`src/bk_pkg.sv`:
```
/*
 * Backup RAM package
 * Widths, APB register map, vector types, sequencer states and bus structs
 */
`default_nettype none

package bk_pkg;

	// =====================================================================
	// Sizes and register map
	// =====================================================================
	localparam int BRM_AW       = 11;  // 2 KiB save memory
	localparam int SECT_AW      = 9;   // 512 bytes per SD sector
	localparam int SECT_IDX_W   = 2;
	localparam int LBA_W        = 32;
	localparam int SECTOR_COUNT = 4;

	localparam logic [3:0] ADDR_CTRL   = 4'h0;
	localparam logic [3:0] ADDR_STATUS = 4'h4;

	localparam int CTRL_MOUNT = 0;  // Image mounted, enables backup and loads
	localparam int CTRL_SAVE  = 1;
	localparam int CTRL_CART  = 2;  // Cartridge download, disables backup

	localparam int STAT_ENA  = 0;
	localparam int STAT_BUSY = 1;
	localparam int STAT_LOAD = 2;

	// =====================================================================
	// Types
	// =====================================================================
	typedef logic [BRM_AW-1:0]     brm_addr_t;
	typedef logic [7:0]            byte_t;
	typedef logic [SECT_AW-1:0]    sect_addr_t;
	typedef logic [SECT_IDX_W-1:0] sect_idx_t;
	typedef logic [LBA_W-1:0]      lba_t;
	typedef logic [3:0]            apb_addr_t;
	typedef logic [31:0]           apb_data_t;

	typedef enum logic [1:0] {IDLE, REQUEST, WAIT_END} bk_state_e;

	typedef struct packed {
		logic      psel;
		logic      penable;
		logic      pwrite;
		apb_addr_t paddr;
		apb_data_t pwdata;
	} apb_req_t;

	typedef struct packed {
		brm_addr_t addr;
		byte_t     wdata;
		logic      we;
	} brm_port_t;

	typedef struct packed {
		lba_t lba;
		logic rd;
		logic wr;
	} sd_req_t;

	typedef struct packed {
		sect_addr_t addr;
		byte_t      wdata;
		logic       wr;    // Host data strobe
		logic       ack;
	} sd_buf_t;

endpackage

`default_nettype wire

```
`src/bk_sequencer.sv`:
```
/*
 * Backup transfer sequencer
 * Runs load/save over the SD block request handshake, one sector at a time,
 * and pulses the console reset after a finished load
 */
`timescale 1ns/1ps
`default_nettype none

module bk_sequencer (
	input  wire               clk_sys,
	input  wire               rst_n,
	input  wire               start_load,
	input  wire               start_save,
	input  wire               ack,
	input  wire               last,
	output logic              clear,
	output logic              advance,
	output bk_pkg::sd_req_t   sd_req,
	input  wire bk_pkg::sect_idx_t sector,
	output logic              busy,
	output logic              loading,
	output logic              bk_reset
);

	bk_pkg::bk_state_e state;
	logic              ack_d;
	logic              ack_rise;
	logic              ack_fall;
	logic              start;
	logic              rd_q;
	logic              wr_q;

	assign start    = start_load | start_save;
	assign ack_rise = ack & ~ack_d;
	assign ack_fall = ~ack & ack_d;  // Host finished the sector

	// Counter steering
	assign clear   = (state == bk_pkg::IDLE) & start;
	assign advance = (state == bk_pkg::WAIT_END) & ack_fall & ~last;

	assign busy = (state != bk_pkg::IDLE);

	// Sector index doubles as the block address
	assign sd_req = '{lba: bk_pkg::lba_t'(sector), rd: rd_q, wr: wr_q};

	// =====================================================================
	// Transfer FSM
	// =====================================================================
	always_ff @(posedge clk_sys or negedge rst_n) begin
		if (!rst_n) begin
			state    <= bk_pkg::IDLE;
			ack_d    <= 1'b0;
			rd_q     <= 1'b0;
			wr_q     <= 1'b0;
			loading  <= 1'b0;
			bk_reset <= 1'b0;
		end else begin
			ack_d    <= ack;
			bk_reset <= 1'b0;

			case (state)
				bk_pkg::IDLE: begin
					if (start) begin
						loading <= start_load;
						rd_q    <= start_load;
						wr_q    <= ~start_load;
						state   <= bk_pkg::REQUEST;
					end
				end

				bk_pkg::REQUEST: begin
					// Host took the request
					if (ack_rise) begin
						rd_q  <= 1'b0;
						wr_q  <= 1'b0;
						state <= bk_pkg::WAIT_END;
					end
				end

				bk_pkg::WAIT_END: begin
					if (ack_fall) begin
						if (last) begin
							bk_reset <= loading;  // Restart console on fresh save data
							loading  <= 1'b0;
							state    <= bk_pkg::IDLE;
						end else begin
							rd_q  <= loading;
							wr_q  <= ~loading;
							state <= bk_pkg::REQUEST;
						end
					end
				end

				default: state <= bk_pkg::IDLE;
			endcase
		end
	end

endmodule

`default_nettype wire

```
`config.mk`:
```
export PLATFORM = sky130hd
export DESIGN_NAME = bk_sequencer
export DESIGN_NICKNAME = d
export VERILOG_FILES = /design/src/bk_pkg.sv /design/src/bk_sequencer.sv
export SDC_FILE = /design/constraint.sdc
export NUM_CORES = 1
export LEC_CHECK = 0
export BUFFER_PORTS_ARGS = -buffer_cell sky130_fd_sc_hd__buf_2
export CORE_ASPECT_RATIO = 1.1
export CORE_MARGIN = 5
export CORE_UTILIZATION = 43
export DETAILED_ROUTE_END_ITERATION = 7
export GPL_ROUTABILITY_DRIVEN = 0
export GPL_TIMING_DRIVEN = 0
export MAX_ROUTING_LAYER = met4
export PLACE_DENSITY = 0.83
export SYNTH_ARGS = -nofsm -noshare
export SYNTH_HDL_FRONTEND = slang
export SYNTH_SLANG_ARGS = --single-unit
export TNS_END_PERCENT = 100
```
`constraint.sdc`:
```
create_clock -name clk_sys -period 5.05 [get_ports clk_sys]
set_input_delay 1.01 -clock clk_sys [delete_from_list [all_inputs] [get_ports clk_sys]]
set_output_delay 1.01 -clock clk_sys [all_outputs]
set_load 0.005 [all_outputs]
```
Word level (Yosys, flattened, before mapping):

Cells that the tools add are included.

* input port bits: 8
* word-level logic and storage cells: 51
* register bits: 7
* output and inout port bits: 39

* multiplexer cells: 20
* bitwise logic cells: 11
* equal/unequal tests: 7
* reductions and logical operators: 7

Operator list (count)
* 2-to-1 mux 1 bit: 13
* != test 2 bit (second input constant): 5
* 2-to-1 mux 2 bit: 3
* one-hot mux 1 bit (3 select lines): 2
* one-hot mux 2 bit (3 select lines): 1
* AND 1 bit: 5
* inverter 1 bit: 5
* AND reduction 5 bit: 1
* AND reduction 4 bit: 1
* nonzero test 2 bit: 2
* AND reduction 3 bit: 1
* nonzero test 3 bit: 1
* equality test 2 x 1 -> 1 bit (second input constant): 1
* equality test 2 bit (second input constant): 1
* zero test 2 bit: 1
* one-hot mux 1 bit (2 select lines): 1
* bitwise OR 1 bit: 1

Longest topological paths before layout:

Gate-level depths: netlist (run 1).

* word-level depth: 4
* mapped depth: 7
* gate-level depth less buffers: 6

Worst setup path after synthesis (run 1):

Ideal clock, no wire load.

* path type: input to output
* start: input ack
* end: output advance
* arrival time: 1.394 ns
* data required time: 4.040 ns
* path buffers: 0
* cell stages on the path: 2
* setup slack: 2.646 ns
* path through: nand2b_1 nor3b_1

* longest elaborated chain between the ends: 4

RTL lines
* start, declared: RTL line bk_sequencer.sv:14 `input wire ack,`
* inverter 1 bit: RTL line bk_sequencer.sv:35 `assign ack_fall = ~ack & ack_d;`
* AND 1 bit: RTL line bk_sequencer.sv:35
* AND 1 bit (2 in series): RTL line bk_sequencer.sv:39 `assign advance = (state == bk_pkg::WAIT_END) & ack_fall & ~last;`
* end, declared: RTL line bk_sequencer.sv:17 `output logic advance,`

No other way between the ends.

Worst setup path in the final report (run 1):

Same ends and word-level chain as after synthesis.

==> results.py, run 1 <==
metrics = {
    "run_status": {
        "status": "completed",
    },
    "logic_synthesis": {
        "netlist_area_um2": 683,
        "yosys_most_used_dff": "dfrtp_1",
        "ys_top_cells_by_count": "34 x buf_4, 7 x dfrtp_1, 5 x ha_1, 4 x inv_1, 3 x o21ai_0",
        "ys_async_sr_fraction": 1.00,
        "syn_area_per_cell_um2": 8.87,
        "synth-edff-count": 0,
        "yosys_warnings": 0,
        "ys_ff_latch": 7,
        "synth.most_common_cell": "buf_4",
        "yosysTopAreaCellShare": 0.374,
        "yosysTopAreaCell": "buf_4",
        "yosysSeqAreaShare": 0.256,
        "synthTopCellsByArea": "buf_4 37%, dfrtp_1 26%, ha_1 9.2%",
        "synthDistinctLibCells": 23,
        "syn_inst": 77,
    },
    "worst_setup_path": {
        "timing.rr.start": "state[0]",
        "crit_fanout": 4,
        "worstPathArrival_ns": 1.61,
        "rrSetupSlack_ns": 3.02,
        "critPathKind": "in2out",
        "slowest_delay_ns": 0.18,
        "reg2reg_to": "wr_q",
        "crit_slowest_cell": "nand2b_1",
        "path_common_cell": "buf_2",
        "cp_data_required_time_ns": 4.04,
        "worst_r2r_path_depth": 6,
        "setup.worst_path.start_class": "input pin",
        "critPathTopFamily": "simple AND/OR/NAND/NOR gates",
        "cp.buffers_inverters": 2,
        "crit_chain": "buf_2, nand2b_1, nor3b_1, buf_2",
        "end_kind": "primary output",
    },
    "route": {
        "drc": 0,
        "via_count": 530,
        "wl_per_cell_um": 8.62,
        "drt_iter0_markers": 1,
        "viasPerCell": 3.76,
        "wirelength_um": 1220,
        "antenna_left": 0,
        "dr.pass1.iters": 4,
    },
    "clock_network": {
        "postCtsSetupBuffers": 0,
        "tritoncts": "built",
        "cts.sinks": 7,
        "cts_buffers": 3,
        "hold_buffers": 0,
        "clockRootBuffer": "clkbuf_4",
        "cts_resized": 0,
        "clk_latency_ns": 0.24,
        "path_clk_slew_ns": 0.05,
        "htreeDepth": 1,
        "cts_buffer_depth": 2,
    },
    "timing": {
        "worst_slew_pin_slew_ns": 0.616,
        "achievable-frequency_mhz": 381,
        "final.period_utilization": 0.519,
        "finalSetupViolCount": 0,
        "finalSetupTns_ns": 0,
        "finalHoldViolCount": 0,
        "rsz0062_at_grt": "no",
        "drv_slew": 0,
        "max_slew_margin": 0.589,
        "clock-skew-final_ns": 0.000188,
        "finalCriticalPeriod_ns": 2.62,
    },
    "hold_path": {
        "whs_endpoint": "rd_q",
        "hold_depth": 1,
        "min_from": "rd_q",
        "hold_path.class": "reg2reg",
    },
    "power": {
        "fin_total_pwr_w": 0.000328,
        "pwr_density_cell_mw_per_mm2": 360,
        "switchingPower_w": 0.000125,
        "clkPwrFrac": 0.150,
        "intPower_w": 0.000202,
        "peakVddDrop_mv": 0.190,
        "seqPwrFrac": 0.291,
        "cellLeakagePower_nw": 0.561,
        "power_frac_comb": 0.560,
        "p_sw_frac": 0.382,
    },
    "placed_design": {
        "io_buffers": 14,
        "dp_hpwl_um": 1090,
        "placed_cells": 137,
    },
    "die": {
        "rows": 15,
        "coreArea_mm2": 0.00154,
        "io_pins": 47,
        "dieWidth_um": 48.0,
        "initial_core_util": 0.444,
        "die-height_um": 51.8,
        "die_area_mm2": 0.00249,
    },
    "layout": {
        "instances_no_fill": 141,
        "nFillCells": 147,
        "diodes": 0,
        "syn2layout_area_growth_pct": 33.2,
        "drive_gt1_frac": 0.435,
        "nNetsFinal": 138,
    },
    "grt": {
        "first_global_vias": 500,
        "grt_usage": 0.111,
        "grt_max_degree": 10,
        "antenna_found_initial": 0,
        "grt_first_pass_wirelength_um": 1930,
        "overflow": 0,
    },
    "run": {
        "drv_cap": 0,
    },
}
[worst reg2reg max path: stages (launching register included)]
cell      delay (ns)
dfrtp_1         0.41
inv_1           0.10
ha_1            0.20
clkbuf_1        0.18
a222oi_1        0.55
nand2_2         0.13
mux2_1          0.35
[state kept, by name (all words and copies together), names as in the netlist]
name,count
loading,1
bk_reset,1
ack_d,1
rd_q,1
wr_q,1
state,2
[layer usage]
layer	routed length, um	vias to the layer above	global-route usage	part of all wire
met4	5	0	0.0538	0.0041
met2	645	26	0.187	0.53
met5	0	-	-	0
met3	161	2	0.0311	0.13
li1	-	280	-	-
met1	404	222	0.113	0.33
[power groups by stage]
stage               combinational, W  clock [W]  sequential, W
floorplan                   0.000138          0      0.0000922
global placement            0.000174          0      0.0000944
detailed placement          0.000183          0      0.0000959
CTS                         0.000185  0.0000526      0.0000955
global route                0.000209  0.0000557      0.0000990
finish                      0.000183  0.0000490      0.0000952
[how the worst max path moves through the flow]
stage	from	endpoint	slack, ns	cells past startpoint
2_1_floorplan	ack	advance	2.65	2
3_3_place_gp	ack	advance	2.42	4
3_5_place_dp	ack	advance	2.42	4
4_1_cts	ack	advance	2.42	4
5_1_grt	state[0]	advance	2.32	5
6_report	ack	advance	2.43	4
[through the flow]
step	util	setup WS [ns]	instance area (um2)	hold WS (ns)
2_1_floorplan	-	2.65	792	0.465
3_3_place_gp	0.574	2.42	883	0.478
3_5_place_dp	0.574	2.42	883	0.484
4_1_cts	0.591	2.42	910	0.496
5_1_grt	0.591	2.32	910	0.550
6_report	0.591	2.43	910	0.487
[cell usage in the layout, fill, tap and decap left out, drive strengths merged]
| master | count |
|---|---|
| mux2i | 2 |
| nand3 | 2 |
| o21bai | 1 |
| nand2 | 3 |
| nor2 | 3 |
| buf | 48 |
| nand2b | 2 |
| conb | 30 |
| a221o | 1 |
| nor2b | 1 |
| nor3b | 1 |
| mux2 | 2 |
| nand3b | 1 |
| dfrtp | 7 |
| inv | 4 |
| clkbuf | 5 |
| a222oi | 1 |
| ha | 5 |
| o21ai | 4 |
| a21oi | 1 |
[kinds of logic (layout without fill, tap and decap cells)]
group                    after synthesis  in the layout  synth area share
buffers and inverters                 39             57             0.401
flip-flops                             7              7             0.256
adder cells (fa/ha/maj)                5              5            0.0916
multiplexers                           4              4            0.0623
AND/OR/NAND/NOR                       13             13             0.104
AO/OA/AOI/OAI                          8              8            0.0787
other                                  1             30           0.00549
[layout make-up]
cell class | count | area, um2 | share of cell area
repair buffers | 14 | 70.1 | 0.0770
multi-input cells | 60 | 343 | 0.377
inverters | 4 | 15.0 | 0.0165
well taps | 17 | 21.3 | 0.0234
clock buffers | 4 | 26.3 | 0.0289
plain buffers | 35 | 259 | 0.285
flip-flops and latches | 7 | 175 | 0.193
Power figures use the tool's default switching activity.
==> inputs of run 2 (changes only) <==
--- a/config.mk
+++ b/config.mk
@@ -5,15 +5,16 @@
 export SDC_FILE = /design/constraint.sdc
 export NUM_CORES = 1
 export LEC_CHECK = 0
+export ABC_AREA = 1
 export BUFFER_PORTS_ARGS = -buffer_cell sky130_fd_sc_hd__buf_2
 export CORE_ASPECT_RATIO = 1.1
 export CORE_MARGIN = 5
-export CORE_UTILIZATION = 43
+export CORE_UTILIZATION = 38
 export DETAILED_ROUTE_END_ITERATION = 7
 export GPL_ROUTABILITY_DRIVEN = 0
 export GPL_TIMING_DRIVEN = 0
 export MAX_ROUTING_LAYER = met4
-export PLACE_DENSITY = 0.83
+export PLACE_DENSITY = 0.75
 export SYNTH_ARGS = -nofsm -noshare
 export SYNTH_HDL_FRONTEND = slang
 export SYNTH_SLANG_ARGS = --single-unit
==> constraint.sdc (replaced) <==
create_clock -name clk_sys -period 2.15 [get_ports clk_sys]
set_input_delay 0.43 -clock clk_sys [delete_from_list [all_inputs] [get_ports clk_sys]]
set_output_delay 0.43 -clock clk_sys [all_outputs]
set_load 0.005 [all_outputs]
==> run 2 against run 1 <==
  * Utilization down 7.9 points
  * Critical endpoint unchanged
  * Count of clock-buffer cells in the layout unchanged
  * Clock skew increased by 0.0065 ns
  * Clock power grew to 2.5 times the previous value
  * The run now ends with hold timing left
==> results.py, run 2 <==
metrics = {
    "run_status": {
        "status": "complete, but fails checks",
        "violations": "hold timing",
    },
    "layout": {
        "diodes": 0,
        "drive_gt1_frac": 0.443,
        "fin_util": 0.512,
        "stdcell_area_mm2": 0.00100,
        "nNetsFinal": 154,
        "layout_common_cells": "34 x buf_4, 30 x conb_1, 14 x buf_2",
        "syn2layout_area_growth_pct": 31.5,
        "instances_no_fill": 168,
        "largest_reg_flops": 2,
        "final_common_cell": "buf_4",
        "regMostFlops": "state",
    },
    "worst_setup_path": {
        "worstPathArrival_ns": 1.37,
        "cp_data_required_time_ns": 1.72,
        "setup.worst_path.start_class": "flip-flop",
        "critPathKind": "reg2out",
        "end_kind": "primary output",
        "crit_fanout": 8,
    },
    "logic_synthesis": {
        "synthTopCellsByArea": "buf_4 33%, dfrtp_1 23%, ha_1 8.2%",
        "synth-edff-count": 0,
        "yosysTopAreaCellShare": 0.335,
        "syn_inst": 93,
        "yosys.area_share.simple": 0.213,
        "ys_ff_latch": 7,
        "synth.most_common_cell": "buf_4",
        "synth_top_family_by_area": "buffers and inverters",
        "synth_xor_area_frac": 0,
        "synth_compound_area_frac": 0.0640,
        "netlist_area_um2": 762,
        "synthAdderAreaFrac": 0.0821,
        "yosys_most_used_dff": "dfrtp_1",
        "yosysTopAreaCell": "buf_4",
        "ys_top_cells_by_count": "34 x buf_4, 9 x inv_1, 9 x nand2_1, 7 x dfrtp_1",
        "ys_async_sr_fraction": 1.00,
        "yosys_warnings": 0,
        "synthDistinctLibCells": 21,
        "synthMuxAreaShare": 0,
        "yosysSeqAreaShare": 0.230,
        "syn_area_per_cell_um2": 8.19,
    },
    "placed_design": {
        "placed_cells": 164,
        "place_area_um2": 976,
        "io_buffers": 14,
        "dp_hpwl_um": 1230,
    },
    "route": {
        "wl_per_cell_um": 9.00,
        "antenna_left": 0,
        "dr.pass1.iters": 4,
        "via_count": 594,
        "wirelength_um": 1510,
        "viasPerCell": 3.54,
        "drc": 0,
        "drt_iter0_markers": 8,
    },
    "hold_path": {
        "hold_path.class": "in2async",
    },
    "timing": {
        "rsz0062_at_grt": "no",
        "finalCriticalPeriod_ns": 1.80,
        "final.period_utilization": 0.837,
        "clock-skew-final_ns": 0.00670,
        "finalSetupTns_ns": 0,
        "finalHoldViolCount": 4,
        "achievable-frequency_mhz": 556,
        "drv_slew": 0,
        "fin_hold_ws_ns": -0.00657,
        "finalSetupViolCount": 0,
    },
    "clock_network": {
        "cts_buffers": 3,
        "path_clk_slew_ns": 0.06,
        "tritoncts": "built",
        "hold_buffers": 0,
        "cts_resized": 0,
        "cts.sinks": 7,
        "clk_latency_ns": 0.26,
        "clockRootBuffer": "clkbuf_4",
        "htreeDepth": 1,
        "cts_buffer_depth": 2,
        "postCtsSetupBuffers": 0,
    },
    "die": {
        "coreArea_mm2": 0.00196,
        "rows": 17,
        "initial_core_util": 0.389,
        "die_area_mm2": 0.00300,
        "dieWidth_um": 52.7,
        "die-height_um": 57.0,
        "io_pins": 47,
    },
    "power": {
        "peakVddDrop_mv": 0.420,
        "cellLeakagePower_nw": 0.624,
        "pwr_density_cell_mw_per_mm2": 880,
    },
    "grt": {
        "first_global_vias": 564,
        "grt_first_pass_wirelength_um": 2460,
        "antenna_found_initial": 0,
        "grt_max_degree": 9,
        "grt_usage": 0.116,
        "overflow": 0,
    },
    "run": {
        "drv_cap": 0,
    },
}
-- run 2: cell types whose count changed after synthesis, moves of 2 or more --
cell | previous run | this run
nand2_1 | 2 | 9
inv_1 | 4 | 9
nand2_2 | 1 | 4
nand2_4 | 0 | 2
mux2_1 | 2 | 0
nand4_1 | 0 | 2
mux2i_1 | 2 | 0
nand3_1 | 2 | 5
nand2b_1 | 2 | 0
-- run 2: cells by family after synthesis --
kind of cell             count (synthesis)
adder cells (fa/ha/maj)                  5
AND/OR/NAND/NOR                         28
flip-flops                               7
other                                    1
buffers and inverters                   45
AO/OA/AOI/OAI                            7
-- run 2: where the power goes --
| part | internal [W] | switching, W | total (W) |
|---|---|---|---|
| logic | 0.000248 | 0.000291 | 0.000539 |
| registers | 0.000178 | 0.0000403 | 0.000218 |
| clock network | 0.0000711 | 0.0000530 | 0.000124 |
-- run 2: area by class of cell --
type	count	area, um2
tap	28	35.0
clock buffer	4	26.3
inverter	10	42.5
fill	190	955
timing repair buffer	14	70.1
sequential	7	175
buffer	35	267
multi-input combinational	70	387
-- run 2: metal layers --
metal,GRT usage,up-vias,part of all wire
met4,0.0985,0,0.048
met1,0.127,231,0.39
met2,0.179,37,0.47
met5,-,-,0
li1,-,319,-
met3,0.0157,7,0.091
-- run 2: through the flow --
step / worst slack, ns / hold slack (ns) / power (W)
after detailed placement: 0.622 / 0.270 / 0.000754
after floorplan: 0.778 / 0.134 / 0.000635
after global placement: 0.635 / 0.269 / 0.000734
final: 0.350 / -0.00657 / 0.000882
after CTS: 0.331 / 0.000286 / 0.000889
after global routing: 0.220 / 0.000646 / 0.000974
-- run 2: critical path: stages (launching register included) --
cell	delay (ns)
dfrtp_1	0.42
inv_1	0.11
ha_1	0.17
buf_6	0.14
nand2_2	0.07
nor2_1	0.08
buf_2	0.11
-- run 2: final timing paths --
| kind | slack (ns) | depth (start not counted) | endpoint | from |
|---|---|---|---|---|
| max in group asynchronous | 1.99 | 1 | state[0] | rst_n |
| worst max-delay path | 0.35 | 6 | advance | state[0] |
| worst min register to register | 0.48 | 2 | wr_q | wr_q |
| worst max register to register | 0.76 | 5 | bk_reset | state[0] |
| worst min-delay path | -0.007 | 1 | bk_reset | rst_n |
| min in group clk_sys | 0.31 | 1 | ack_d | ack |
