[config.mk]
export PLATFORM = sky130hd
export DESIGN_NAME = bk_apb_regs
export DESIGN_NICKNAME = d
export VERILOG_FILES = /design/src/bk_pkg.sv /design/src/bk_apb_regs.sv
export SDC_FILE = /design/constraint.sdc
export NUM_CORES = 1
export LEC_CHECK = 0
export ABC_AREA = 1
export BUFFER_PORTS_ARGS = -buffer_cell sky130_fd_sc_hd__buf_2
export CAP_MARGIN = 20
export CORE_UTILIZATION = 27
export CTS_CLUSTER_SIZE = 8
export DETAILED_ROUTE_END_ITERATION = 10
export GPL_TIMING_DRIVEN = 0
export PLACE_DENSITY = 0.82
export SETUP_SLACK_MARGIN = 0.5
export SLEW_MARGIN = 20
export SYNTH_ARGS = -nofsm -noshare
export SYNTH_HDL_FRONTEND = slang
export SYNTH_SLANG_ARGS = --single-unit
[constraint.sdc]
create_clock -name clk_sys -period 1.3 [get_ports clk_sys]
set_input_delay 0.26 -clock clk_sys [delete_from_list [all_inputs] [get_ports clk_sys]]
set_output_delay 0.26 -clock clk_sys [all_outputs]
set_load 0.01 [all_outputs]
[src/bk_pkg.sv]
/*
 * Backup RAM package
 * Widths, APB register map, vector types, sequencer states and bus structs
 */
`default_nettype none

package bk_pkg;

	// =====================================================================
	// Sizes and register map
	// =====================================================================
	localparam int BRM_AW       = 11;  // 2 KiB save memory
	localparam int SECT_AW      = 9;   // 512 bytes per SD sector
	localparam int SECT_IDX_W   = 2;
	localparam int LBA_W        = 32;
	localparam int SECTOR_COUNT = 4;

	localparam logic [3:0] ADDR_CTRL   = 4'h0;
	localparam logic [3:0] ADDR_STATUS = 4'h4;

	localparam int CTRL_MOUNT = 0;  // Image mounted, enables backup and loads
	localparam int CTRL_SAVE  = 1;
	localparam int CTRL_CART  = 2;  // Cartridge download, disables backup

	localparam int STAT_ENA  = 0;
	localparam int STAT_BUSY = 1;
	localparam int STAT_LOAD = 2;

	// =====================================================================
	// Types
	// =====================================================================
	typedef logic [BRM_AW-1:0]     brm_addr_t;
	typedef logic [7:0]            byte_t;
	typedef logic [SECT_AW-1:0]    sect_addr_t;
	typedef logic [SECT_IDX_W-1:0] sect_idx_t;
	typedef logic [LBA_W-1:0]      lba_t;
	typedef logic [3:0]            apb_addr_t;
	typedef logic [31:0]           apb_data_t;

	typedef enum logic [1:0] {IDLE, REQUEST, WAIT_END} bk_state_e;

	typedef struct packed {
		logic      psel;
		logic      penable;
		logic      pwrite;
		apb_addr_t paddr;
		apb_data_t pwdata;
	} apb_req_t;

	typedef struct packed {
		brm_addr_t addr;
		byte_t     wdata;
		logic      we;
	} brm_port_t;

	typedef struct packed {
		lba_t lba;
		logic rd;
		logic wr;
	} sd_req_t;

	typedef struct packed {
		sect_addr_t addr;
		byte_t      wdata;
		logic       wr;    // Host data strobe
		logic       ack;
	} sd_buf_t;

endpackage

`default_nettype wire

[src/bk_apb_regs.sv]
/*
 * APB register block for the backup RAM
 * Enable flag, control word decode into load/save pulses, status readback
 */
`timescale 1ns/1ps
`default_nettype none

module bk_apb_regs (
	input  wire                clk_sys,
	input  wire                rst_n,
	input  wire bk_pkg::apb_req_t apb,
	output bk_pkg::apb_data_t  prdata,
	input  wire                busy,
	input  wire                loading,
	output logic               start_load,
	output logic               start_save
);

	logic              enable;
	logic              ena_next;
	logic              wr_ctrl;
	logic              rd_status;
	logic              go_mount;
	logic              go_save;
	logic              go_cart;
	bk_pkg::apb_data_t status;

	// =====================================================================
	// Control write decode
	// =====================================================================
	// Access phase of a write, no wait states
	assign wr_ctrl = apb.psel & apb.penable & apb.pwrite &
		(apb.paddr == bk_pkg::ADDR_CTRL);

	assign go_mount = wr_ctrl & apb.pwdata[bk_pkg::CTRL_MOUNT];
	assign go_save  = wr_ctrl & apb.pwdata[bk_pkg::CTRL_SAVE];
	assign go_cart  = wr_ctrl & apb.pwdata[bk_pkg::CTRL_CART];

	// Cart download wins over a mount in the same word
	always_comb begin
		ena_next = enable;
		if (go_mount)
			ena_next = 1'b1;
		if (go_cart)
			ena_next = 1'b0;
	end

	always_ff @(posedge clk_sys or negedge rst_n) begin
		if (!rst_n) begin
			enable     <= 1'b0;
			start_load <= 1'b0;
			start_save <= 1'b0;
		end else begin
			enable     <= ena_next;
			// Requests while disabled or busy are dropped
			start_load <= go_mount & ena_next & ~busy;
			start_save <= go_save & ~go_mount & ena_next & ~busy;  // Load first
		end
	end

	// =====================================================================
	// Status readback
	// =====================================================================
	always_comb begin
		status                   = '0;
		status[bk_pkg::STAT_ENA]  = enable;
		status[bk_pkg::STAT_BUSY] = busy;
		status[bk_pkg::STAT_LOAD] = loading;
	end

	assign rd_status = apb.psel & ~apb.pwrite & (apb.paddr == bk_pkg::ADDR_STATUS);

	// Valid through setup and access cycles
	assign prdata = rd_status ? status : '0;

endmodule

`default_nettype wire

==> Yosys cells after proc, flatten, opt, wreduce, memory -nomap -nowiden <==
Cells that the tools add are included.
{ "totals": {"ff_bits": 3, "latchBits": 0, "ramBits": 0, "romBits": 0, "inputBits": 43, "output_inout_bits": 34, "word_cells": 24, "n_memories": 0} }
{ "classes": {"addsub": 0, "mul": 0, "div_mod_pow": 0, "order_cmp": 0, "n_eq_ne": 1, "shifts": 0, "mux": 3, "n_bitwise": 16, "n_reduce_logical": 1} }
{ "ops": {"columns": ["operator", "n"], "rows": [
  ["bitwise AND 1 bit", 13],
  ["== test 4 x 3 -> 1 bit (second input constant)", 1],
  ["logical NOT 4 bit", 1],
  ["2-to-1 mux 3 bit", 1],
  ["NOT 1 bit", 3],
  ["2-to-1 mux 1 bit", 2]
]} }

==> Depth between registers and ports, before layout <==
Gate-level depths: netlist (run 1).
{ "logic_depth": {"depth_word": 8, "ltp_mapped": 5, "mapped_depth_nobuf": 5} }

==> Worst setup path after synthesis (run 1) <==
Ideal clock, no wire load.
{ "synth_timing": {"path_kind": "input to output", "startpoint": "input apb[33] in the netlist's numbering", "endpoint": "output prdata[0]", "t_arrival_ns": 0.679, "required_ns": 1.040, "path_slack_ns": 0.361, "stages": 3, "path_buffers": 0, "path_cell_list": "nor2_2 -> nand4_1 -> nor2_1"} }
{ "synth_via": {"elab_chain_cells": 3} }
{ "synth_lines": {"columns": ["item", "line_no", "text"], "rows": [
  ["start, declared", "bk_apb_regs.sv:11", "input wire bk_pkg::apb_req_t apb,"],
  ["== test 4 x 3 -> 1 bit", "bk_apb_regs.sv:71", "assign rd_status = apb.psel & ~apb.pwrite & (apb.paddr == bk_pkg::ADDR_STATUS);"],
  ["bitwise AND 1 bit", "bk_apb_regs.sv:71", null],
  ["2-to-1 mux 3 bit", "bk_apb_regs.sv:74", "assign prdata = rd_status ? status : '0;"],
  ["end, declared", "bk_apb_regs.sv:12", "output bk_pkg::apb_data_t prdata,"]
]} }
No other way between the ends.

==> Final worst setup path (run 1) <==
{ "layout_timing": {"startpoint": "register enable", "endpoint": "output prdata[0]"} }
{ "layout_via": {"elab_chain_cells": 1} }
{ "layout_lines": {"columns": ["item", "line_no", "text"], "rows": [
  ["start, declared", "bk_apb_regs.sv:19", "logic enable;"],
  ["start signal, assigned", "bk_apb_regs.sv:54", "enable <= ena_next;"],
  ["2-to-1 mux 3 bit", "bk_apb_regs.sv:74", null]
]} }
No other way between the ends.

==> results.md, run 1 <==
- Run status: finished clean
- Area contributors post-synth: sky130_fd_sc_hd__buf_4 (51%), sky130_fd_sc_hd__dfrtp_1 (18%), sky130_fd_sc_hd__inv_1 (4.4%), sky130_fd_sc_hd__nor2_1 (4.4%), sky130_fd_sc_hd__nand3_4 (4.1%)
- Wirelength per Cell: between 7 and 8 µm
- Worst reg-to-reg path cell count: 2
- Power density of the placed cells: about 600 nW/µm²
- Share of cells above drive strength 1: 0.583
- Height of the chip: about 42 µm
- Total vias in the final route: 419
- Leak pwr: about 0.48 nW
- Net Sw Frac: 0.298
- Layout Utilization: 0.543
- Synth Register Bits: 3
- Switching pwr: between 0.0001 and 0.00015 W
- Area Overhead vs Synth: 77.0%
- Final Hold Slack: roughly 210 ps
- Pre-antenna DRT Iters: 4
- Max Slew Vio Count: 0
- Post-layout min period: between 1000 and 1500 ps
- Main combinational cell family by area after synthesis: buffers and inverters
- Placer's final routability congestion estimate: 0.792
- Number of DRC violations after detailed-routing iteration 0: 7
- Hold/Removal Path Class: input port to flip-flop
- Pwr Total: about 0.00044 W
- Post-synthesis compound-gate area fraction: 0.0324
- Cell count after synthesis: 54
- Total clock buffers created by CTS: 3
- Starting density of the core: 0.307
- Number of antenna-violating nets in the routed design: 0
- Number of antenna violations at the first check in global routing: 0
- Data required, critical path: approximately 1000 ps
- Number of distinct library cell variants in the gate-level netlist after synthesis: 15
- Largest area contributor in the netlist: sky130_fd_sc_hd__buf_4
- Max-capacitance violation count: 0
- Combinational power share: 0.403
- Area share of xor/xnor cells in the synthesized design: 0
- Largest driver fanout on the critical path: 2
- Clock power frac: 0.368
- Overall Global Routing Usage: 0.0925
- Largest net degree at the start of global routing: 4
- Standard cell area after detailed placement: between 600 and 700 µm²
- Vias per inst: approximately 3.4
- Count of final setup violators: 0
- Post-detailed-route DRC marker count: 0
- Antenna diode instance count: 0
- Post-synthesis mux area share: 0
- Count of input and output buffers: 18
- Capturing element type of the critical path: output port
- Remaining global-route overflow: 0
- Share of Yosys cell area claimed by the top area cell type: 0.513
- Reg power frac: 0.229
- Clock net sink count: 3
- Core Area: 1380 µm²
- Adder-cell area share of the yosys netlist: 0
- Number of placement rows: 13
- Wire length after detailed routing: about 870 µm
- Clock Skews: between 1 and 1.5 ps
- Startpoint class of the critical path: flip-flop
- Die Area: between 1500 and 2000 µm²
- Library cell used as clock root buffer: sky130_fd_sc_hd__clkbuf_4
- Design area: between 700 and 800 µm²
- Unrepaired setup endpoints after global routing: yes
- Internal power: ~0.00031 W
- Final Net Count: 152
- Number of cells on the worst hold path: 2
- Critical setup path kind: flip-flop to output port
- Peak VDD IR: 223 µV
- Final setup TNS: 0 ps
- Synth Warn #: 0
- Clock tree from TritonCTS: built
- Final hold violation count: 0
- Horizontal extent of the die: 41.6 µm
- Sequential area share after synthesis: 0.177
- First-pass GRT wire length: about 1.2 mm
- Boundary pin count: 77
- Clock network latency to the later pin of the worst-skew pair: approximately 230 ps
- Share of synthesized cell area in and, or, nand and nor gates: 0.224
- H-tree depth: 1
- Number of buffers between clock root and the deepest sink: 2
- Data arrival time of the critical path: just over 900 ps
- Number of global-route vias before repair: between 200 and 300
- Achievable Freq: between 800 and 900 MHz
- Avg Inst Size Synth: 7.85 µm²
- Final worst path period share: 0.899
- Clock edge transition at the registers on the reported setup and hold paths: about 30 ps
- Area of the mapped netlist: 424 µm²
## sequential cells by signal, summed over array words and instances, names as in the netlist
signal and count:
start_save 1, enable 1, start_load 1
## what timing repair did
item / CTS / global route
setup endpoints to repair: 5 / 8
hold buffers: 1 / 0
pin swaps: 5 / 4
endpoints found under the hold margin: 3 / 0
gates resized for setup: 3 / 7
setup buffers: 2 / 1
## layout make-up
type / count / area, µm²
inverters: 5 / 18.8
flip-flops and latches: 3 / 75.1
repair buffers: 22 / 151
multi-input cells: 45 / 243
well taps: 15 / 18.8
plain buffers: 29 / 218
fillers: 130 / 632
clock buffers: 4 / 26.3
## metal layers
metal / track usage / part of all wire / up-vias / wire (µm)
li1: - / - / 217 / -
met1: 0.0923 / 0.34 / 171 / 293
met2: 0.163 / 0.53 / 29 / 457
met3: 0.0304 / 0.12 / 2 / 103
met4: 0.0581 / 0.016 / 0 / 14
met5: 0 / 0 / - / 0
## worst max-delay path, stage by stage, from the launching register on
cell	delay, ps
sky130_fd_sc_hd__dfrtp_1	350
sky130_fd_sc_hd__inv_1	80
sky130_fd_sc_hd__nor2_1	110
sky130_fd_sc_hd__buf_2	140
## kinds of logic (layout without fill, tap and decap cells)
kind of cell / count (synthesis) / count (layout)
compound gates: 2 / 2
buf+inv: 34 / 60
flops: 3 / 3
other cells: 1 / 29
simple gates: 14 / 14
## final timing paths
kind                                  start              endpoint  slack [ps]
setup / recovery           enable$_DFF_PN0_             prdata[0]         130
hold / removal                       apb[2]  start_load$_DFF_PN0_         210
setup reg to reg           enable$_DFF_PN0_  start_save$_DFF_PN0_         560
hold reg to reg            enable$_DFF_PN0_  start_save$_DFF_PN0_         570
max in group asynchronous             rst_n      enable$_DFF_PN0_         830
min in group asynchronous             rst_n  start_load$_DFF_PN0_         360
## synthesized netlist by cell type
cell type,instances
sky130_fd_sc_hd__nor3_1,1
sky130_fd_sc_hd__buf_4,29
sky130_fd_sc_hd__inv_1,5
sky130_fd_sc_hd__nor2_1,5
sky130_fd_sc_hd__a21oi_1,1
sky130_fd_sc_hd__nand2_2,2
sky130_fd_sc_hd__nand3_4,1
sky130_fd_sc_hd__nor2_4,1
sky130_fd_sc_hd__o2111ai_1,1
sky130_fd_sc_hd__nand4_1,1
sky130_fd_sc_hd__nor3_2,1
sky130_fd_sc_hd__nor3b_1,1
sky130_fd_sc_hd__conb_1,1
sky130_fd_sc_hd__nor2_2,1
sky130_fd_sc_hd__dfrtp_1,3
## through the flow
stage | cells | setup WS, ps
after global routing | 123 | 33.2
after floorplan | 82 | 362
after CTS | 122 | 101
after global placement | 115 | 115
final | 123 | 131
after detailed placement | 115 | 90.4
## power groups by stage
stage | combinational (W) | sequential, W | clock (W)
CTS | 0.000161 | 0.000100 | 0.000168
floorplan | 0.000118 | 0.000101 | 0
global placement | 0.000148 | 0.000101 | 0
detailed placement | 0.000150 | 0.000102 | 0
global route | 0.000193 | 0.000101 | 0.000179
finish | 0.000178 | 0.000101 | 0.000162
## layout by cell type (no fill, tap or decap), drive strengths merged
| master | synthesis | layout |
|---|---|---|
| buf | 29 | 50 |
| clkbuf | 0 | 4 |
| dlygate4sd3 | 0 | 1 |
| nand2 | 2 | 2 |
| conb | 1 | 29 |
| nor2 | 7 | 7 |
| nor3b | 1 | 1 |
| nor3 | 2 | 2 |
| nand3 | 1 | 1 |
| a21oi | 1 | 1 |
| inv | 5 | 5 |
| o2111ai | 1 | 1 |
| nand4 | 1 | 1 |
| dfrtp | 3 | 3 |
Power figures use the tool's default switching activity.
==> run 2, diff against run 1 <==
CORE_MARGIN = 5   (was not set)
PLACE_DENSITY = 0.87   (was 0.82)
==> run 2 against run 1 <==
  * Sequential share of layout area up 0.66 points
  * Utilization down 7.5 points
  * Worst setup slack better by 17 ps
  * Sequential power about the same
  * Worst hold slack better by 4.3 ps
  * Power down 2.5%
  * Design area down 6.2%
  * Combinational power down 8%
  * Count of clock-buffer cells in the layout unchanged
  * Fmax up 1.5%
  * Cell count down 1.6%
  * Register-to-register slack about the same
  * Critical endpoint unchanged
  * Highest routed layer unchanged
==> results.md, run 2 (synthesis results as in run 1) <==
- Run status: finished clean (unchanged)
- Achievable Freq: 868 MHz (was 855 MHz)
- Total vias in the final route: 393 (was 419)
- Height of the chip: 49.6 µm (was 41.6 µm)
- Combinational power share: 0.379 (was 0.403)
- Registers with the most flip-flops: enable x1, start_load x1, start_save x1 (unchanged)
- Final setup TNS: 0 ps (unchanged)
- Worst reg-to-reg path cell count: 2 (unchanged)
- Core Area: 1510 µm² (was 1380 µm²)
- Area Overhead vs Synth: 66.1% (was 77.0%)
- Wire length after detailed routing: 960 µm (was 869 µm)
- Reg power frac: 0.233 (was 0.229)
- Number of placement rows: 14 (was 13)
- Unrepaired setup endpoints after global routing: yes (unchanged)
- Horizontal extent of the die: 49.6 µm (was 41.6 µm)
- Number of antenna violations at the first check in global routing: 0 (unchanged)
- Starting density of the core: 0.282 (was 0.307)
- Setup slack after placement: 85.4 ps (was 90.4 ps)
- Clock edge transition at the registers on the reported setup and hold paths: 30 ps (about the same)
- Pwr Total: 0.000430 W (was 0.000441 W)
- Final Net Count: 149 (was 152)
- First-pass GRT wire length: 1.66 mm (was 1.20 mm)
- Commonest cells after routing, fill and taps aside: sky130_fd_sc_hd__buf_4 (29), sky130_fd_sc_hd__conb_1 (29), sky130_fd_sc_hd__buf_2 (15), sky130_fd_sc_hd__inv_1 (5) (was sky130_fd_sc_hd__buf_4 (31), sky130_fd_sc_hd__conb_1 (29), sky130_fd_sc_hd__buf_2 (14), sky130_fd_sc_hd__inv_1 (5), sky130_fd_sc_hd__buf_6 (5))
- Power density of the placed cells: 611 nW/µm² (was 588 nW/µm²)
- Boundary pin count: 77 (unchanged)
- Final hold violation count: 0 (unchanged)
- Final worst path period share: 0.886 (was 0.899)
- Number of buffers between clock root and the deepest sink: 2 (unchanged)
- Worst setup slack after layout: 148 ps (was 131 ps)
- Pre-antenna DRT Iters: 4 (unchanged)
- Share of cells above drive strength 1: 0.552 (was 0.583)
- Count of final setup violators: 0 (unchanged)
- Capturing element type of the critical path: output port (unchanged)
- Layout Utilization: 0.468 (was 0.543)
- Startpoint class of the critical path: input port (was flip-flop)
- Switching pwr: 0.000130 W (was 0.000132 W)
- Overall Global Routing Usage: 0.0878 (was 0.0925)
- Hold/Removal Path Class: input port to flip-flop (unchanged)
- Number of global-route vias before repair: 416 (was 297)
- Critical setup path kind: input port to output port (was flip-flop to output port)
- Number of DRC violations after detailed-routing iteration 0: 4 (was 7)
- Clock network latency to the later pin of the worst-skew pair: 240 ps (was 230 ps)
- Number of antenna-violating nets in the routed design: 0 (unchanged)
- Largest driver fanout on the critical path: 3 (was 2)
- Net Sw Frac: 0.303 (was 0.298)
- Max-capacitance violation count: 0 (unchanged)
- Post-layout min period: 1150 ps (was 1170 ps)
- Clock tree from TritonCTS: built (unchanged)
- Placer's final routability congestion estimate: 0.763 (was 0.792)
- Clock power frac: 0.389 (was 0.368)
- Clock Skews: 0.0874 ps (was 1.32 ps)
- Max Slew Vio Count: 0 (unchanged)
- Die Area: 2460 µm² (was 1730 µm²)
- Count of input and output buffers: 18 (unchanged)
- Number of cells on the worst hold path: 2 (unchanged)
- Data required, critical path: 1040 ps (about the same)
- Peak VDD IR: 228 µV (was 223 µV)
- H-tree depth: 1 (unchanged)
- Internal power: 0.000300 W (was 0.000310 W)
- Post-detail-place hpwl: ~870 µm
- Wirelength per Cell: 7.93 µm (was 7.07 µm)
- Largest net degree at the start of global routing: 4 (unchanged)
- Leak pwr: 0.453 nW (was 0.482 nW)
- Antenna diode instance count: 0 (unchanged)
- Library cell used as clock root buffer: sky130_fd_sc_hd__clkbuf_4 (unchanged)
- Final Hold Slack: 212 ps (was 207 ps)
- Clock net sink count: 3 (unchanged)
- Vias per inst: 3.25 (was 3.41)
- Remaining global-route overflow: 0 (unchanged)
- Total clock buffers created by CTS: 3 (unchanged)
- Data arrival time of the critical path: 890 ps (was 910 ps)
- Post-detailed-route DRC marker count: 0 (unchanged)
-- run 2: cell types whose count changed in the layout (fill, tap and decap cells not counted), sizes merged --
cell,change
buf,-3
-- run 2: per-stage QoR --
step	area (µm²)	cells
2_1_floorplan	537	82
3_3_place_gp	647	116
3_5_place_dp	647	116
4_1_cts	702	121
5_1_grt	704	121
6_report	704	121
-- run 2: layout make-up --
type / instances / area (µm²)
Clock buffer: 4 / 26.3
Buffer: 29 / 218
Timing Repair Buffer: 19 / 119
Fill cell: 161 / 802
Inverter: 5 / 18.8
Sequential cell: 3 / 75.1
Tap cell: 16 / 20.0
Multi-Input combinational cell: 45 / 228
-- run 2: critical path, stage by stage --
cell and delay (ps):
sky130_fd_sc_hd__buf_6 100, sky130_fd_sc_hd__nor2_2 90, sky130_fd_sc_hd__nand4_1 170, sky130_fd_sc_hd__nor2_1 130
sky130_fd_sc_hd__buf_2 140
-- run 2: path summary, 6_finish.rpt --
path	slack (ps)	startpoint	end
worst min-delay path	210	apb[2]	start_load$_DFF_PN0_
worst max register to register	560	enable$_DFF_PN0_	start_save$_DFF_PN0_
min in group asynchronous	360	rst_n	enable$_DFF_PN0_
max in group asynchronous	830	rst_n	start_load$_DFF_PN0_
worst max-delay path	150	apb[36]	prdata[0]
worst min register to register	540	enable$_DFF_PN0_	enable$_DFF_PN0_
-- run 2: power by group through the flow --
stage | logic, W | registers (W) | clock network [W]
floorplan | 0.000118 | 0.000101 | 0
global placement | 0.000148 | 0.000101 | 0
detailed placement | 0.000150 | 0.000101 | 0
CTS | 0.000158 | 0.000100 | 0.000175
global route | 0.000182 | 0.000100 | 0.000188
finish | 0.000163 | 0.000100 | 0.000167
-- run 2: metal layers --
metal | track usage | part of all wire | vias up
li1 | - | - | 211
met3 | 0.0422 | 0.17 | 2
met5 | 0 | 0 | -
met4 | 0.0655 | 0.018 | 0
met2 | 0.144 | 0.50 | 30
met1 | 0.0832 | 0.31 | 150
-- run 2: timing repair --
item / 4_1_cts / 5_1_grt
endpoints found under the setup margin: 5 / 5
pin swaps: 5 / 3
resized for setup: 3 / 1
buffers inserted: 0 / 0
hold buffers: 1 / 0
endpoints found under the hold margin: 3 / 0
==> run 3, diff against run 2 <==
CORE_MARGIN = not set   (was 5)
==> run 3 against run 2 <==
  * Worst setup slack better by 20 ps
  * Non-clock buffer count is 1 higher
  * Count of clock-buffer cells in the layout stayed put
  * Fmax is 1.7% higher
  * Clock skew is 1.4 ps higher
  * Worst hold slack worse by 14 ps
  * Wire length is 12% lower
  * Power is 1.2% higher
  * Critical path depth stayed put
  * Combinational power is 4% higher
  * Register-to-register slack hardly changed
  * Clock power hardly changed
  * Critical path type unchanged
  * Largest cell class unchanged
==> results.md, run 3 (synthesis results as in run 1) <==
- Capturing element type of the critical path: output port (unchanged)
- Most common library cell in the layout ignoring fill and taps: sky130_fd_sc_hd__buf_4
- Run status: finished clean (unchanged)
- Wire length after detailed routing: 844 µm (was 960 µm)
- Critical setup path kind: input port to output port (unchanged)
- Post-detail-place hpwl: 775 µm (was 873 µm)
- Count of input and output buffers: 18 (unchanged)
- Max-capacitance violation count: 0 (unchanged)
- Peak VDD IR: 219 µV (was 228 µV)
- Placer's final routability congestion estimate: 0.759 (was 0.763)
- Achievable Freq: 883 MHz (was 868 MHz)
- Clock Skews: 1.52 ps (was 0.0874 ps)
- Non-filler instance count after layout: 121 (unchanged)
- Number of DRC violations after detailed-routing iteration 0: 1 (was 4)
- Count of final setup violators: 0 (unchanged)
- Commonest cells after routing, fill and taps aside: sky130_fd_sc_hd__buf_4 (30), sky130_fd_sc_hd__conb_1 (29), sky130_fd_sc_hd__buf_2 (14), sky130_fd_sc_hd__inv_1 (5), sky130_fd_sc_hd__buf_6 (4) (was sky130_fd_sc_hd__buf_4 (29), sky130_fd_sc_hd__conb_1 (29), sky130_fd_sc_hd__buf_2 (15), sky130_fd_sc_hd__inv_1 (5))
- Clock net sink count: 3 (unchanged)
- Worst reg-to-reg path cell count: 2 (unchanged)
- Largest net degree at the start of global routing: 4 (unchanged)
- Data required, critical path: 1040 ps (about the same)
- Antenna diode instance count: 0 (unchanged)
- Worst setup path startpoint: apb[35] (was apb[36])
- Final worst path period share: 0.871 (was 0.886)
- Largest driver fanout on the critical path: 3 (unchanged)
- Leak pwr: 0.461 nW (was 0.453 nW)
- Fill cells: 134 (was 161)
- Core Area: 1380 µm² (was 1510 µm²)
- Total clock buffers created by CTS: 3 (unchanged)
- Final hold violation count: 0 (unchanged)
- Wirelength per Cell: 6.98 µm (was 7.93 µm)
- Number of antenna-violating nets in the routed design: 0 (unchanged)
- Number of buffers between clock root and the deepest sink: 2 (unchanged)
- Worst reg2reg endpoint: start_save$_DFF_PN0_ (unchanged)
- Library cell used as clock root buffer: sky130_fd_sc_hd__clkbuf_4 (unchanged)
- Power density of the placed cells: 603 nW/µm² (was 611 nW/µm²)
- Vias per inst: 3.26 (was 3.25)
- Launching point of the worst reg2reg path: enable$_DFF_PN0_ (unchanged)
- Overall Global Routing Usage: 0.0977 (was 0.0878)
- Die Area: 1730 µm² (was 2460 µm²)
- Height of the chip: 41.6 µm (was 49.6 µm)
- Clock edge transition at the registers on the reported setup and hold paths: 30 ps (about the same)
- Design area: 722 µm² (was 704 µm²)
- Horizontal extent of the die: 41.6 µm (was 49.6 µm)
- Worst R2R Setup Slack: 560 ps (about the same)
- Setup slack after placement: 143 ps (was 85.4 ps)
- Max Slew Vio Count: 0 (unchanged)
- Number of placement rows: 13 (was 14)
- Unrepaired setup endpoints after global routing: yes (unchanged)
- Starting density of the core: 0.307 (was 0.282)
- Standard cell area after detailed placement: 646 µm² (was 647 µm²)
- First-pass GRT wire length: 1.24 mm (was 1.66 mm)
- Post-detailed-route DRC marker count: 0 (unchanged)
- Remaining global-route overflow: 0 (unchanged)
- Clock network latency to the later pin of the worst-skew pair: 240 ps (about the same)
- Data arrival time of the critical path: 870 ps (was 890 ps)
- Clock tree from TritonCTS: built (unchanged)
- H-tree depth: 1 (unchanged)
- Number of antenna violations at the first check in global routing: 0 (unchanged)
- Post-layout min period: 1130 ps (was 1150 ps)
- Final setup TNS: 0 ps (unchanged)
- Boundary pin count: 77 (unchanged)
- Placed Cells: 115 (was 116)
- Share of cells above drive strength 1: 0.557 (was 0.552)
- Worst setup slack after layout: 167 ps (was 148 ps)
- Final Net Count: 150 (was 149)
- Pwr Total: 0.000436 W (was 0.000430 W)
- Endpoint of the worst setup timing path: prdata[2] (was prdata[0])
- Hold/Removal Path Class: input port to flip-flop (unchanged)
- Pre-antenna DRT Iters: 4 (unchanged)
- Startpoint class of the critical path: input port (unchanged)
- Number of global-route vias before repair: 331 (was 416)
- Registers with the most flip-flops: enable x1, start_load x1, start_save x1 (unchanged)
- Total vias in the final route: 395 (was 393)
- Area Overhead vs Synth: 70.2% (was 66.1%)
run 3: changes by cell type in the layout (fill, tap and decap cells not counted), sizes merged:
cell,previous run,this run
buf,47,48
run 3: final cells by class:
class,count,area [µm²],share of cell area
well taps,15,18.8,0.0260
clock buffers,4,26.3,0.0364
inverters,5,18.8,0.0260
multi-input cells,45,233,0.322
flip-flops and latches,3,75.1,0.104
repair buffers,20,133,0.184
plain buffers,29,218,0.302
run 3: worst max-delay path, stage by stage:
cell	delay (ps)
sky130_fd_sc_hd__buf_6	100
sky130_fd_sc_hd__nor2_4	80
sky130_fd_sc_hd__nand4_1	170
sky130_fd_sc_hd__nor2_1	130
sky130_fd_sc_hd__buf_2	130
run 3: worst min-delay path by stage:
stage,from,endpoint,slack [ps],cells after the start
global route,apb[2],start_load$_DFF_PN0_,210,2
detailed placement,rst_n,start_save$_DFF_PN0_,60,1
floorplan,rst_n,enable$_DFF_PN0_,-40,0
CTS,apb[2],start_load$_DFF_PN0_,200,2
global placement,rst_n,start_load$_DFF_PN0_,50,1
finish,apb[2],start_load$_DFF_PN0_,200,2
run 3: per-stage QoR:
step	utilization	hold slack, ps
global placement	0.467	54.0
finish	0.522	198
global route	0.522	205
detailed placement	0.467	60.4
CTS	0.508	198
floorplan	-	-35.6
run 3: per-layer routing:
layer,GRT usage,vias up,share of wire
met4,0.0968,0,0.032
met1,0.0709,152,0.28
li1,-,211,-
met2,0.181,29,0.54
met5,0,-,0
met3,0.0391,3,0.15
run 3: what timing repair did:
action                                  4_1_cts  5_1_grt
pin swaps                                     5        6
gates resized for setup                       2        4
setup buffers                                 1        0
hold buffers                                  1        0
endpoints found under the setup margin        5        5
endpoints found under the hold margin         3        0
run 3: power breakdown:
| part | leakage, nW | total, W | switching, W | internal, W |
|---|---|---|---|---|
| combinational | 0.409 | 0.000169 | 0.0000781 | 0.0000908 |
| clock | 0.0150 | 0.000166 | 0.0000507 | 0.000115 |
| sequential | 0.0377 | 0.000101 | 0.00000263 | 0.0000982 |
| total | 0.461 | 0.000436 | 0.000131 | 0.000304 |
